`src/storeBufPkg.sv`:
```
`default_nettype none

package storeBufPkg;

  // Word address, store data and byte mask
  localparam int addrW = 30;
  localparam int dataW = 32;
  localparam int selW  = 4;

  // One buffered store as kept in the FIFO
  localparam int entryW = addrW + dataW + selW;

  // Entry layout with the mask at the bottom and the address on top
  localparam int selLo  = 0;
  localparam int dataLo = selLo + selW;
  localparam int addrLo = dataLo + dataW;

  // Number of buffered stores
  localparam int sbDepth = 4;

  // Drain engine states
  typedef enum logic [0:0] {
    drainIdle,
    drainBus
  } drainState;

endpackage

`default_nettype wire

```
`src/openFifo4FloppedPtr.sv`:
```
`timescale 1ns/10ps
`default_nettype none

module openFifo4FloppedPtr #(
  parameter int DWIDTH = 32,
  localparam int AWIDTH = 2
) (
  input  wire                              clk,
  input  wire                              rstN,
  input  wire [DWIDTH-1:0]                 fifoInData,
  input  wire                              push,
  input  wire                              pop,
  output logic [DWIDTH-1:0]                fifoOutData,
  output logic                             fifoFull,
  output logic                             fifoEmpty,
  output logic [DWIDTH-1:0]                d0,
  output logic [DWIDTH-1:0]                d1,
  output logic [DWIDTH-1:0]                d2,
  output logic [DWIDTH-1:0]                d3,
  output logic [storeBufPkg::sbDepth-1:0]  dValid,
  output logic [AWIDTH-1:0]                dPtr
);

  import storeBufPkg::*;

  logic [AWIDTH-1:0] wrPtr;
  logic [AWIDTH-1:0] rdPtr;
  logic [AWIDTH-1:0] nxtWrPtr;
  logic [AWIDTH-1:0] nxtRdPtr;
  logic              nxtEmpty;
  logic              nxtFull;
  logic [sbDepth-1:0] wrEn;
  logic [sbDepth-1:0] nxtValid;
  logic [DWIDTH-1:0] mem [sbDepth];

  assign nxtWrPtr = push ? wrPtr + AWIDTH'(1) : wrPtr;
  assign nxtRdPtr = pop ? rdPtr + AWIDTH'(1) : rdPtr;

  // Pointers move only on push or pop
  always_ff @(posedge clk) begin
    if (!rstN) begin
      wrPtr <= '0;
      rdPtr <= '0;
    end else begin
      if (push)
        wrPtr <= nxtWrPtr;
      if (pop)
        rdPtr <= nxtRdPtr;
    end
  end

  // Head pointer as it will be next cycle
  assign dPtr = nxtRdPtr;

  // Equal pointers mean empty or full, decided by the last move
  always_comb begin
    if (nxtWrPtr != nxtRdPtr)
      nxtEmpty = 1'b0;
    else if (pop && !push)
      nxtEmpty = 1'b1;
    else
      nxtEmpty = fifoEmpty;
  end

  always_comb begin
    if (nxtWrPtr != nxtRdPtr)
      nxtFull = 1'b0;
    else if (push && !pop)
      nxtFull = 1'b1;
    else
      nxtFull = fifoFull;
  end

  always_ff @(posedge clk) begin
    if (!rstN) begin
      fifoEmpty <= 1'b1;
      fifoFull  <= 1'b0;
    end else begin
      fifoEmpty <= nxtEmpty;
      fifoFull  <= nxtFull;
    end
  end

  // Per-entry write enables
  always_comb begin
    for (int i = 0; i < sbDepth; i++) begin
      wrEn[i] = push && (wrPtr == AWIDTH'(i));
    end
  end

  always_ff @(posedge clk) begin
    for (int i = 0; i < sbDepth; i++) begin
      if (wrEn[i])
        mem[i] <= fifoInData;
    end
  end

  assign d0 = mem[0];
  assign d1 = mem[1];
  assign d2 = mem[2];
  assign d3 = mem[3];

  assign fifoOutData = mem[rdPtr];

  // Valid bits follow push and pop, a push into the popped slot keeps it valid
  always_comb begin
    nxtValid = dValid;
    if (pop)
      nxtValid[rdPtr] = 1'b0;
    if (push)
      nxtValid[wrPtr] = 1'b1;
  end

  always_ff @(posedge clk) begin
    if (!rstN)
      dValid <= '0;
    else
      dValid <= nxtValid;
  end

endmodule

`default_nettype wire

```
`src/storeForward.sv`:
```
`timescale 1ns/10ps
`default_nettype none

module storeForward #(
  parameter int DWIDTH = 66
) (
  input  wire                              clk,
  input  wire                              rstN,
  input  wire                              loadValid,
  input  wire [storeBufPkg::addrW-1:0]     loadAddr,
  input  wire [DWIDTH-1:0]                 d0,
  input  wire [DWIDTH-1:0]                 d1,
  input  wire [DWIDTH-1:0]                 d2,
  input  wire [DWIDTH-1:0]                 d3,
  input  wire [storeBufPkg::sbDepth-1:0]   dValid,
  input  wire [1:0]                        dPtr,
  output logic                             fwdValid,
  output logic                             fwdHit,
  output logic                             fwdConflict,
  output logic [storeBufPkg::dataW-1:0]    fwdData
);

  import storeBufPkg::*;

  logic [1:0]        headPtr;
  logic [DWIDTH-1:0] entry [sbDepth];
  logic              matchFound;
  logic [DWIDTH-1:0] matchEntry;
  logic              fullMask;

  // Registered copy of the head, equal to the current read pointer
  always_ff @(posedge clk) begin
    if (!rstN)
      headPtr <= '0;
    else
      headPtr <= dPtr;
  end

  assign entry[0] = d0;
  assign entry[1] = d1;
  assign entry[2] = d2;
  assign entry[3] = d3;

  // Walk from oldest to youngest, so the last match wins
  always_comb begin : search
    logic [1:0] slot;
    matchFound = 1'b0;
    matchEntry = '0;
    for (int k = 0; k < sbDepth; k++) begin
      slot = headPtr + 2'(k);
      if (dValid[slot] && (entry[slot][addrLo +: addrW] == loadAddr)) begin
        matchFound = 1'b1;
        matchEntry = entry[slot];
      end
    end
  end

  // Partial masks cannot be merged here
  assign fullMask = &matchEntry[selLo +: selW];

  always_ff @(posedge clk) begin
    if (!rstN) begin
      fwdValid    <= 1'b0;
      fwdHit      <= 1'b0;
      fwdConflict <= 1'b0;
    end else begin
      fwdValid    <= loadValid;
      fwdHit      <= loadValid && matchFound && fullMask;
      fwdConflict <= loadValid && matchFound && !fullMask;
    end
  end

  always_ff @(posedge clk) begin
    fwdData <= matchEntry[dataLo +: dataW];
  end

endmodule

`default_nettype wire

```
`src/wbDrain.sv`:
```
`timescale 1ns/10ps
`default_nettype none

module wbDrain (
  input  wire                              clk,
  input  wire                              rstN,
  input  wire [storeBufPkg::entryW-1:0]    fifoOutData,
  input  wire                              fifoEmpty,
  output logic                             pop,
  output logic                             wbCyc,
  output logic                             wbStb,
  output logic                             wbWe,
  output logic [storeBufPkg::addrW-1:0]    wbAdr,
  output logic [storeBufPkg::dataW-1:0]    wbDatO,
  output logic [storeBufPkg::selW-1:0]     wbSel,
  input  wire                              wbAck
);

  import storeBufPkg::*;

  drainState state;
  logic      startXfer;

  // Start only from idle, which leaves a gap cycle after each ack
  assign startXfer = (state == drainIdle) && !fifoEmpty;

  always_ff @(posedge clk) begin
    if (!rstN) begin
      state <= drainIdle;
    end else begin
      case (state)
        drainIdle: begin
          if (startXfer)
            state <= drainBus;
        end
        drainBus: begin
          if (wbAck)
            state <= drainIdle;
        end
        default: state <= drainIdle;
      endcase
    end
  end

  // Head entry held on the bus for the whole transfer
  always_ff @(posedge clk) begin
    if (startXfer) begin
      wbAdr  <= fifoOutData[addrLo +: addrW];
      wbDatO <= fifoOutData[dataLo +: dataW];
      wbSel  <= fifoOutData[selLo +: selW];
    end
  end

  assign wbCyc = (state == drainBus);
  assign wbStb = (state == drainBus);
  assign wbWe  = (state == drainBus);

  // One pop per acknowledged write
  assign pop = (state == drainBus) && wbAck;

endmodule

`default_nettype wire

```
`src/storeBuffer.sv`:
```
`timescale 1ns/10ps
`default_nettype none

module storeBuffer (
  input  wire                              clk,
  input  wire                              rstN,
  input  wire                              storeValid,
  input  wire [storeBufPkg::addrW-1:0]     storeAddr,
  input  wire [storeBufPkg::dataW-1:0]     storeData,
  input  wire [storeBufPkg::selW-1:0]      storeSel,
  output logic                             storeReady,
  input  wire                              loadValid,
  input  wire [storeBufPkg::addrW-1:0]     loadAddr,
  output logic                             fwdValid,
  output logic                             fwdHit,
  output logic                             fwdConflict,
  output logic [storeBufPkg::dataW-1:0]    fwdData,
  output logic                             idle,
  output logic                             wbCyc,
  output logic                             wbStb,
  output logic                             wbWe,
  output logic [storeBufPkg::addrW-1:0]    wbAdr,
  output logic [storeBufPkg::dataW-1:0]    wbDatO,
  output logic [storeBufPkg::selW-1:0]     wbSel,
  input  wire                              wbAck
);

  import storeBufPkg::*;

  localparam int DWIDTH = entryW;

  logic [DWIDTH-1:0]  fifoInData;
  logic [DWIDTH-1:0]  fifoOutData;
  logic               push;
  logic               pop;
  logic               fifoFull;
  logic               fifoEmpty;
  logic [DWIDTH-1:0]  d0;
  logic [DWIDTH-1:0]  d1;
  logic [DWIDTH-1:0]  d2;
  logic [DWIDTH-1:0]  d3;
  logic [sbDepth-1:0] dValid;
  logic [1:0]         dPtr;

  // Packed as address, data, mask from top to bottom
  assign fifoInData = {storeAddr, storeData, storeSel};
  assign storeReady = !fifoFull;
  assign push       = storeValid && !fifoFull;
  assign idle       = fifoEmpty;

  openFifo4FloppedPtr #(.DWIDTH(DWIDTH)) fifo0 (
    .clk(clk), .rstN(rstN), .fifoInData(fifoInData), .push(push), .pop(pop),
    .fifoOutData(fifoOutData), .fifoFull(fifoFull), .fifoEmpty(fifoEmpty),
    .d0(d0), .d1(d1), .d2(d2), .d3(d3), .dValid(dValid), .dPtr(dPtr)
  );

  storeForward #(.DWIDTH(DWIDTH)) fwd0 (
    .clk(clk), .rstN(rstN), .loadValid(loadValid), .loadAddr(loadAddr),
    .d0(d0), .d1(d1), .d2(d2), .d3(d3), .dValid(dValid), .dPtr(dPtr),
    .fwdValid(fwdValid), .fwdHit(fwdHit), .fwdConflict(fwdConflict), .fwdData(fwdData)
  );

  wbDrain drain0 (
    .clk(clk), .rstN(rstN), .fifoOutData(fifoOutData), .fifoEmpty(fifoEmpty), .pop(pop),
    .wbCyc(wbCyc), .wbStb(wbStb), .wbWe(wbWe), .wbAdr(wbAdr), .wbDatO(wbDatO),
    .wbSel(wbSel), .wbAck(wbAck)
  );

endmodule

`default_nettype wire

```
`config.mk`:
```
export PLATFORM = sky130hd
export DESIGN_NAME = storeBuffer
export DESIGN_NICKNAME = d
export VERILOG_FILES = /design/src/storeBufPkg.sv /design/src/openFifo4FloppedPtr.sv /design/src/storeForward.sv /design/src/wbDrain.sv /design/src/storeBuffer.sv
export SDC_FILE = /design/constraint.sdc
export NUM_CORES = 1
export LEC_CHECK = 0
export BUFFER_PORTS_ARGS = -buffer_cell sky130_fd_sc_hd__buf_2
export CAP_MARGIN = 20
export CORE_UTILIZATION = 35
export DETAILED_ROUTE_END_ITERATION = 6
export PLACE_DENSITY = 0.54
export SETUP_SLACK_MARGIN = 0.02
export SLEW_MARGIN = 0
export SYNTH_ARGS = -nofsm -noshare
export SYNTH_HDL_FRONTEND = slang
export SYNTH_SLANG_ARGS = --single-unit
```
`constraint.sdc`:
```
create_clock -name clk -period 9.98 [get_ports clk]
set_input_delay 2.994 -clock clk [delete_from_list [all_inputs] [get_ports clk]]
set_output_delay 2.994 -clock clk [all_outputs]
set_load 0.005 [all_outputs]
```
---- After elaboration in Yosys (flattened, before gate mapping) ----
Memory sizes are Yosys's and may differ from the RTL's. A register that Yosys moved wholly into a read port is not among the register bits.
Index checks and enable logic that the tools add are counted.
cells by class
  add/sub/neg operators ................... 5
  order comparisons ....................... 12
  equal/unequal tests ..................... 8
  mux-type cells .......................... 58
  bitwise logic cells ..................... 9
  reduce and logical (&&, ||, !) cells .... 30
operators with widths
  kind                 number
  $mux 66              11
  $bmux 66 s2          4
  $reduce_or 66->1     3
  $mux 36              4
  $eq 30x30->1         4
  $mux 1               25
  $logic_and 1x1->1    18
  $lt 2x3->1 const B   6
  $ge 3x3->1 const B   4
  $not 2->3            4
  $mux 2               5
  $bmux 1 s2           4
  $mux 4               2
  $add 2x1->2 const B  3
  $logic_not 1->1      5
  $add 2x2->2 const B  2
  $and 4x4->4          1
  $demux 1 s2          2
  $eq 2x2->1 const B   2
  $ge 2x1->1 const B   2
  $not 4->4            1
  $or 4x4->4           1
  $reduce_and 4->1     1
  $eq 2x1->1 const B   1
  other kinds (6)      7
word-level totals
  register bits ........................... 48
  RAM bits ................................ 264
  input port bits ......................... 101
  logic and storage cells ................. 134
  memories ................................ 1
memories
  name       words  bits a word  rd ports  clocked after Yosys merged registers in  wr ports  line                       text
  fifo0.mem  4      66           5         1                                        1         openFifo4FloppedPtr.sv:34  logic [DWIDTH-1:0] mem [sbDepth];

---- Logic depth before layout (Yosys ltp) ----
Gate-level depths: netlist (run 1).
  word-level depth ........................ 13
  gate-level depth with buffers ........... 14
  gate-level depth less buffers ........... 8

---- By module ----
From an unflattened synthesis (run 1), not the netlist that was laid out.
second synthesis, totals
  cells, all modules ...................... 1625
  area total of the unflattened synthesis .. 22057.4 um^2
modules (own cells, without submodules)
  module               times used  cells an instance  area each (um^2)  sequential area each (um^2)
  openFifo4FloppedPtr  1           401                10097.2           8167.8
  storeForward         1           1149               9902.0            740.7
  wbDrain              1           73                 2048.2            2001.9
  storeBuffer          1           2                  10.0              0.0

---- Worst setup path after synthesis (run 1) ----
No wires, ideal clock.
  path type ............................... input-to-reg
  start ................................... in loadAddr[19] in the netlist's numbering
  end ..................................... reg fwd0.fwdData[11] in the netlist's numbering
  library setup time ...................... 0.087 ns
  arrival time ............................ 5.305 ns
  data required time ...................... 9.893 ns
  slack ................................... 4.588 ns
  stages on the path ...................... 9
  path buffers ............................ 2
  path through ............................ clkbuf_1 a2bb2oi_1 o211ai_1 o32a_1 or4_4 o211ai_1 clkbuf_1 o211ai_1 a221oi_2
between the ends
  cells in the longest elaborated chain, start to end .. 6
ends and longest elaborated chain
  element                  line                text
  start, declared          storeBuffer.sv:13   input wire [storeBufPkg::addrW-1:0] loadAddr,
  $eq 30x30->1             storeForward.sv:51  if (dValid[slot] && (entry[slot][addrLo +: addrW] == loadAddr)) begin
  $logic_and 1x1->1        storeForward.sv:51
  $mux 36 (3 in a row)     storeForward.sv:51
  $mux 36 (*)              storeForward.sv:51
  via fwd0.matchEntry[15]  storeForward.sv:28  logic [DWIDTH-1:0] matchEntry;
  end signal, assigned     storeForward.sv:74  fwdData <= matchEntry[dataLo +: dataW];
  end, declared            storeForward.sv:20  output logic [storeBufPkg::dataW-1:0] fwdData
Mark *: on every way through the listed nets, which the timed path passes. The rest lies on a longest branch.
A chain may end at the register's enable or synchronous reset.

---- Worst setup path after layout (run 1) ----
  start ................................... in loadAddr[13] in the netlist's numbering
  end ..................................... reg fwd0.fwdData[6] in the netlist's numbering
The elaborated chain is that of the path after synthesis.

==> results_tabular.tex, run 1 <==
\begin{tabular}{lr}
\hline
Metric & Value \\
\hline
\multicolumn{2}{l}{\textbf{Run status}} \\
\quad Result of the run & finished clean \\
\multicolumn{2}{l}{\textbf{Routing}} \\
\quad Via count & 15300 \\
\quad Number of design-rule violations left by the first detailed-router iteration & 1339 \\
\quad Drt total wl & 68300 µm \\
\quad First-pass iteration count of the detailed router & 5 \\
\quad Routed len/inst & 25.5 µm \\
\quad Number of nets with antenna violations after detailed routing & 0 \\
\quad Detailed-route DRC error count & 0 \\
\quad Post-detailed-route via-to-cell ratio & 5.72 \\
\multicolumn{2}{l}{\textbf{Floorplanning}} \\
\quad Core area & 62100 µm² \\
\quad Total Die Area & 64200 µm² \\
\quad Die X-Extent & 253 µm \\
\quad I/O pin cnt & 207 \\
\quad Overall die height & 253 µm \\
\quad Standard-cell rows & 91 \\
\quad Initial standard-cell utilization of the core & 0.356 \\
\multicolumn{2}{l}{\textbf{Cells and area}} \\
\quad Most frequent cells in the layout & 330 x edfxtp\_1, 281 x mux2i\_1, 206 x buf\_2, 114 x nand2\_1, 81 x mux4\_2 \\
\quad Multi-input logic area & 10400 µm² \\
\quad Layout cells sized above 1 & 0.283 \\
\quad Number of fill cells & 5791 \\
\quad Nets@finish & 1913 \\
\quad Layout Area Growth over Synthesis & 13.5\% \\
\quad Leading cell type in the layout, fill and taps excluded & edfxtp\_1 \\
\quad Flip-flop and latch area & 10900 µm² \\
\multicolumn{2}{l}{\textbf{Placement}} \\
\quad HPWL after detailed placement & 46500 µm \\
\quad Placer congestion estimate & 0.940 \\
\quad Number of buffer cells added on primary ports & 206 \\
\multicolumn{2}{l}{\textbf{Synth}} \\
\quad Mean cell area of the mapped netlist & 13.2 µm² \\
\quad Cells after synthesis & 1681 \\
\quad Seq/Total Area, Yosys & 0.492 \\
\quad Warnings, synthesis & 0 \\
\quad Number of distinct standard cells referenced by the synthesized netlist & 71 \\
\quad Post-synth top area share & 0.448 \\
\quad Summed instance area of the synthesized netlist & 22100 µm² \\
\quad Post-synthesis async set-or-reset flop share & 0 \\
\quad Synthesized flop and latch total & 378 \\
\quad Number of enable flip-flop cells after synthesis & 330 \\
\quad Syn nets & 1790 \\
\quad Biggest area contributors in the synthesized netlist & edfxtp\_1 45\%, mux2i\_1 13\%, mux4\_2 8.3\% \\
\quad Cell type with the highest aggregate area in the netlist & edfxtp\_1 \\
\quad Primary flip-flop cell chosen by synthesis mapping & edfxtp\_1 \\
\multicolumn{2}{l}{\textbf{Worst hold path}} \\
\quad Instance count along the most critical hold path & 2 \\
\quad Min-Delay Path Class & reg -> reg \\
\quad Destination of the worst hold path & fifo0.fifoFull\$\_SDFFE\_PP0P\_ \\
\quad Launch instance of the worst min-delay path & fifo0.fifoFull\$\_SDFFE\_PP0P\_ \\
\multicolumn{2}{l}{\textbf{Pwr}} \\
\quad Worst voltage drop across the vdd grid & 0.000103 V \\
\quad LEAKAGE & 0.00823 µW \\
\quad Total power of the final layout & 4570 µW \\
\quad Pwr/cell area & 182 nW/µm² \\
\multicolumn{2}{l}{\textbf{Clock tree}} \\
\quad Clock Pin Slew Worst Setup and Hold Paths & 70 ps \\
\quad \# clock sinks & 378 \\
\quad Largest buffer count on any clock path & 3 \\
\quad CTS buffer count & 43 \\
\quad Number of setup buffers added after CTS & 0 \\
\quad Number of gates resized after CTS & 0 \\
\quad CTS H-tree lvls & 2 \\
\quad Clk Latency, worst-skew pair & 590 ps \\
\quad Root Buffer Master & clkbuf\_16 \\
\quad \# hold bufs at CTS & 0 \\
\quad TritonCTS clock tree & yes \\
\multicolumn{2}{l}{\textbf{STA}} \\
\quad Sum Neg Setup Slack & 0 ps \\
\quad Setup-failing EPs final & 0 \\
\quad Fraction of the cycle the final worst path needs & 0.609 \\
\quad Final Hold Violating Endpoints & 0 \\
\quad Max\_slew headroom & 0.274 \\
\quad RSZ-0062 raised after global routing & false \\
\quad Clock period minus worst slack & 6080 ps \\
\quad Final-report max-slew violation count & 0 \\
\quad Worst Max-Slew Pin Slew & 1090 ps \\
\quad Clock Skews & 26.7 ps \\
\quad Max frequency & 164 MHz \\
\multicolumn{2}{l}{\textbf{Worst setup path}} \\
\quad Worst Setup Start Kind & input pin \\
\quad Worst endpoint data arrival time & 6580 ps \\
\quad Crit path max fanout & 66 \\
\quad Critical Setup Path Class & in -> reg \\
\quad Depth of the most critical reg-to-reg path & 9 \\
\quad Critical Path End Type & register \\
\quad Worst flop-to-flop path startpoint & fwd0.headPtr[1]\$\_SDFF\_PN0\_ \\
\quad WP data required & 10480 ps \\
\quad Reg-to-reg setup timing slack & 4470 ps \\
\quad Destination of the worst register-to-register timing path & fwd0.fwdData[6]\$\_DFF\_P\_ \\
\multicolumn{2}{l}{\textbf{Global route}} \\
\quad Tot GR Track Use & 0.212 \\
\quad First-pass GRT wire length & 101000 µm \\
\quad Antenna violations before repair & 11 \\
\quad Gr ovfl total & 0 \\
\quad Number of global-route vias before repair & 15400 \\
\quad Met2 track demand over resource & 0.330 \\
\quad Met1 Track Usage GR & 0.302 \\
\quad Fraction of met3 tracks used by global routing & 0.0402 \\
\quad Global routing's busiest layer & met2 \\
\quad Largest net degree at the start of global routing & 102 \\
\multicolumn{2}{l}{\textbf{Job}} \\
\quad Max-capacitance violation count & 0 \\
\hline
\end{tabular}
[sequential cells by signal, summed over array words and instances (netlist names)]
| register | flops |
|---|---|
| drain0.wbAdr | 30 |
| drain0.wbCyc | 1 |
| drain0.wbDatO | 32 |
| drain0.wbSel | 4 |
| fifo0.dValid | 4 |
| fifo0.fifoEmpty | 1 |
| fifo0.fifoFull | 1 |
| fifo0.mem | 264 |
| fifo0.rdPtr | 2 |
| fifo0.wrPtr | 2 |
| fwd0.fwdConflict | 1 |
| fwd0.fwdData | 32 |
| fwd0.fwdHit | 1 |
| fwd0.fwdValid | 1 |
| fwd0.headPtr | 2 |
[how the worst max path moves through the flow]
| stage | slack (ps) | start | endpoint |
|---|---|---|---|
| finish | 3900 | loadAddr[13] | fwd0.fwdData[6]$_DFF_P_ |
| global route | 3650 | loadAddr[13] | fwd0.fwdData[23]$_DFF_P_ |
| CTS | 3950 | loadAddr[2] | fwd0.fwdData[25]$_DFF_P_ |
| detailed placement | 3320 | loadAddr[19] | fwd0.fwdData[25]$_DFF_P_ |
| global placement | 3250 | loadAddr[19] | fwd0.fwdData[7]$_DFF_P_ |
| floorplan | 4590 | loadAddr[19] | fwd0.fwdData[11]$_DFF_P_ |
[layout make-up]
cell class / count / area share
repair buffers: 232 / 0.0495
multi-input cells: 1129 / 0.416
flip-flops and latches: 378 / 0.434
inverters: 20 / 0.00304
well taps: 837 / 0.0417
diodes: 6 / 0.000598
clock inverters: 25 / 0.00962
clock buffers: 52 / 0.0454
[cells by family after synthesis]
logic type	count (synthesis)	synth area share
simple gates	315	0.0755
xor+xnor	92	0.0364
buf+inv	174	0.0377
compound gates	272	0.104
fa+ha+maj	8	0.00453
flops	378	0.492
mux	442	0.250
[cell usage after synthesis, drive strengths merged (7+ instances only)]
library cell,n
a211o,35
xnor2,67
nand4,12
nor3b,33
xor2,25
mux2i,281
o211ai,44
o221ai,8
dfxtp,48
a2111oi,7
nor2b,17
buf,79
o2111ai,39
a221oi,34
clkbuf,75
nor4,10
nand2,114
mux4,81
ha,8
o21ai,21
nor3,40
a21oi,23
mux2,80
nor2,61
edfxtp,330
o22ai,11
o2bb2ai,11
inv,18
[stage by stage]
| step | utilization | worst slack [ps] | instances | hold slack [ps] | cell area, µm² |
|---|---|---|---|---|---|
| 3_5_place_dp | 0.381 | 3320 | 2595 | 540 | 23700 |
| 2_1_floorplan | - | 4590 | 1681 | 501 | 22100 |
| 4_1_cts | 0.404 | 3950 | 2672 | 549 | 25000 |
| 3_3_place_gp | 0.381 | 3250 | 2594 | 521 | 23700 |
| 6_report | 0.404 | 3900 | 2679 | 558 | 25100 |
| 5_1_grt | 0.404 | 3650 | 2676 | 563 | 25100 |
[power breakdown]
| group | internal, µW | total (µW) | switching, µW |
|---|---|---|---|
| Combinational | 371 | 910 | 539 |
| Sequential | 1960 | 2100 | 133 |
| Clock | 898 | 1560 | 667 |
[routing by layer]
metal | vias to the layer above | routed length, µm
met3 | 80 | 4610
met1 | 7835 | 31200
met4 | 10 | 1180
li1 | 6892 | -
met5 | - | 61
met2 | 500 | 31300
[critical path: stages]
cell       delay (ps)
buf_2             170
inv_1             130
a222oi_1          460
a2bb2oi_1         170
or4_4             860
o211ai_1          860
buf_4             450
o211ai_1          190
a221oi_2          200
No activity file was read; power rests on OpenSTA's default activity.
==> inputs of run 2 (changes only) <==
==> constraint.sdc (replaced) <==
create_clock -name clk -period 6.1 [get_ports clk]
set_input_delay 1.83 -clock clk [delete_from_list [all_inputs] [get_ports clk]]
set_output_delay 1.83 -clock clk [all_outputs]
set_load 0.005 [all_outputs]
==> run 2 against run 1 <==
Net effect:
- total power rose by 65%
- non-clock buffer count rose by 8
- sequential power rose by 63%
- sequential cell count did not move
- cell count rose by 0.30%
- utilization rose by 0.17 points
- die area did not move
- critical path type is now reg -> reg
- critical endpoint is now fwd0.fwdHit$_SDFF_PN0_
- largest power group unchanged
==> results_tabular.tex, run 2 (same netlist as run 1, synthesis figures left out) <==
\begin{tabular}{lr}
\hline
Metric & Value \\
\hline
\multicolumn{2}{l}{\textbf{Cells and area}} \\
\quad Largest register by flop count & fifo0.mem \\
\quad Multi-input logic area & 10400 µm² (unchanged) \\
\quad Number of fill cells & 5863 (+1.2\%) \\
\quad Number of standard cells in the final layout excluding fillers & 2687 (+0.30\%) \\
\quad Biggest regs & fifo0.mem: 264 flops, drain0.wbDatO: 32 flops, fwd0.fwdData: 32 flops \\
\quad Leading cell type in the layout, fill and taps excluded & edfxtp\_1 \\
\quad Layout Area Growth over Synthesis & 14.0\% \\
\quad Most frequent cells in the layout & 330 x edfxtp\_1, 281 x mux2i\_1, 206 x buf\_2, 114 x nand2\_1, 81 x mux4\_2 \\
\quad Layout cells sized above 1 & 0.288 (+0.00458) \\
\quad Flip-flop and latch area & 10900 µm² (unchanged) \\
\quad Final std cell area, no fill & 25200 µm² (+0.41\%) \\
\quad Max reg flops & 264 (unchanged) \\
\quad Nets@finish & 1921 (+0.42\%) \\
\multicolumn{2}{l}{\textbf{Routing}} \\
\quad Number of design-rule violations left by the first detailed-router iteration & 1109 (-17\%) \\
\quad Post-detailed-route via-to-cell ratio & 5.72 (about the same) \\
\quad Detailed-route DRC error count & 0 (unchanged) \\
\quad First-pass iteration count of the detailed router & 6 (+1) \\
\quad Number of nets with antenna violations after detailed routing & 0 (unchanged) \\
\quad Drt total wl & 68700 µm (+0.58\%) \\
\quad Routed len/inst & 25.6 µm (+0.28\%) \\
\quad Via count & 15400 (+0.39\%) \\
\multicolumn{2}{l}{\textbf{STA}} \\
\quad Max\_slew headroom & 0.272 (-0.00233) \\
\quad Post-route setup slack & 1430 ps (-2470 ps) \\
\quad Final Hold Violating Endpoints & 0 (unchanged) \\
\quad Sum Neg Setup Slack & 0 ps (unchanged) \\
\quad Worst Max-Slew Pin Slew & 1090 ps (+3.49 ps) \\
\quad Fraction of the cycle the final worst path needs & 0.766 \\
\quad RSZ-0062 raised after global routing & false \\
\quad Setup-failing EPs final & 0 (unchanged) \\
\quad Final-report max-slew violation count & 0 (unchanged) \\
\quad Max frequency & 214 MHz \\
\quad Clock Skews & 30.9 ps (+4.17 ps) \\
\quad Clock period minus worst slack & 4670 ps \\
\multicolumn{2}{l}{\textbf{Worst setup path}} \\
\quad Worst Setup Start Kind & register \\
\quad Crit path max fanout & 66 (unchanged) \\
\quad Worst endpoint data arrival time & 5200 ps (-1380 ps) \\
\quad WP data required & 6630 ps (-3850 ps) \\
\quad Critical Path End Type & register \\
\quad Critical Setup Path Class & reg -> reg \\
\multicolumn{2}{l}{\textbf{Clock tree}} \\
\quad \# clock sinks & 378 (unchanged) \\
\quad CTS H-tree lvls & 2 (unchanged) \\
\quad Largest buffer count on any clock path & 3 (unchanged) \\
\quad Number of gates resized after CTS & 0 (unchanged) \\
\quad Clock Pin Slew Worst Setup and Hold Paths & 60 ps (about the same) \\
\quad CTS buffer count & 43 (unchanged) \\
\quad Number of setup buffers added after CTS & 0 (unchanged) \\
\quad TritonCTS clock tree & yes \\
\quad Root Buffer Master & clkbuf\_16 \\
\quad Clk Latency, worst-skew pair & 590 ps (about the same) \\
\quad \# hold bufs at CTS & 0 (unchanged) \\
\multicolumn{2}{l}{\textbf{Global route}} \\
\quad Number of global-route vias before repair & 15400 (+0.32\%) \\
\quad Tot GR Track Use & 0.214 (+0.00295) \\
\quad First-pass GRT wire length & 102000 µm (+0.94\%) \\
\quad Largest net degree at the start of global routing & 69 (-32\%) \\
\quad Gr ovfl total & 0 (unchanged) \\
\quad Antenna violations before repair & 13 (+2) \\
\multicolumn{2}{l}{\textbf{Floorplanning}} \\
\quad I/O pin cnt & 207 (unchanged) \\
\quad Die X-Extent & 253 µm (unchanged) \\
\quad Total Die Area & 64200 µm² (unchanged) \\
\quad Overall die height & 253 µm (unchanged) \\
\quad Core area & 62100 µm² (unchanged) \\
\quad Standard-cell rows & 91 (unchanged) \\
\quad Initial standard-cell utilization of the core & 0.356 (unchanged) \\
\multicolumn{2}{l}{\textbf{Placement}} \\
\quad Number of instances in the placed design & 2604 (+0.35\%) \\
\quad Post-placement cell area & 23800 µm² (+0.46\%) \\
\quad Number of buffer cells added on primary ports & 206 (unchanged) \\
\quad Placer congestion estimate & 0.952 (+1.3\%) \\
\quad HPWL after detailed placement & 47500 µm (+2.1\%) \\
\quad Post-place setup slack & 1170 ps (-2150 ps) \\
\multicolumn{2}{l}{\textbf{Pwr}} \\
\quad Pwr/cell area & 299 nW/µm² (+64\%) \\
\quad Worst voltage drop across the vdd grid & 0.000180 V (+75\%) \\
\quad LEAKAGE & 0.00832 µW (+1.0\%) \\
\multicolumn{2}{l}{\textbf{Worst hold path}} \\
\quad Min-Delay Path Class & reg -> reg \\
\multicolumn{2}{l}{\textbf{Job}} \\
\quad Max-capacitance violation count & 0 (unchanged) \\
\multicolumn{2}{l}{\textbf{Run status}} \\
\quad Result of the run & finished clean \\
\hline
\end{tabular}
[run 2: metrics by stage]
stage	power [µW]	hold WS (ps)	utilization
2_1_floorplan	4340	501	-
6_report	7540	543	0.406
3_3_place_gp	4970	523	0.383
3_5_place_dp	4990	526	0.383
5_1_grt	7840	550	0.406
4_1_cts	7630	534	0.406
[run 2: worst max-delay path, stage by stage, from the launching register on]
cell       delay, ps
dfxtp_4          870
buf_12           300
mux2i_1          640
mux2i_1          180
a2111oi_2        390
o2111a_1         300
or4b_4           850
a2111oi_0        530
a2111o_1         250
and3_1           170
[run 2: layer usage]
layer  up-vias  GRT usage  routed length [µm]
met5         -          0                 118
met4        18     0.0777                2060
met3       117     0.0395                4450
met2       486      0.329               31100
met1      7833      0.301               31000
li1       6923          -                   -
[run 2: final timing paths]
check,startpoint,slack (ps),end,depth (start not counted)
setup / recovery,fwd0.headPtr[1]$_SDFF_PN0_,1430,fwd0.fwdHit$_SDFF_PN0_,9
hold / removal,fifo0.fifoFull$_SDFFE_PP0P_,540,fifo0.fifoFull$_SDFFE_PP0P_,2
setup reg to reg,fwd0.headPtr[1]$_SDFF_PN0_,1430,fwd0.fwdHit$_SDFF_PN0_,9
hold reg to reg,fifo0.fifoFull$_SDFFE_PP0P_,540,fifo0.fifoFull$_SDFFE_PP0P_,2
[run 2: area by class of cell]
cell class	count	share of cell area
clock inverters	30	0.0123
flip-flops and latches	378	0.432
multi-input cells	1129	0.415
repair buffers	240	0.0525
clock buffers	48	0.0435
diodes	5	0.000497
well taps	837	0.0416
inverters	20	0.00303
[run 2: where the power goes]
part / internal [µW] / switching (µW)
registers: 3210 / 224
logic: 611 / 882
clock network: 1520 / 1100
total: 5340 / 2200
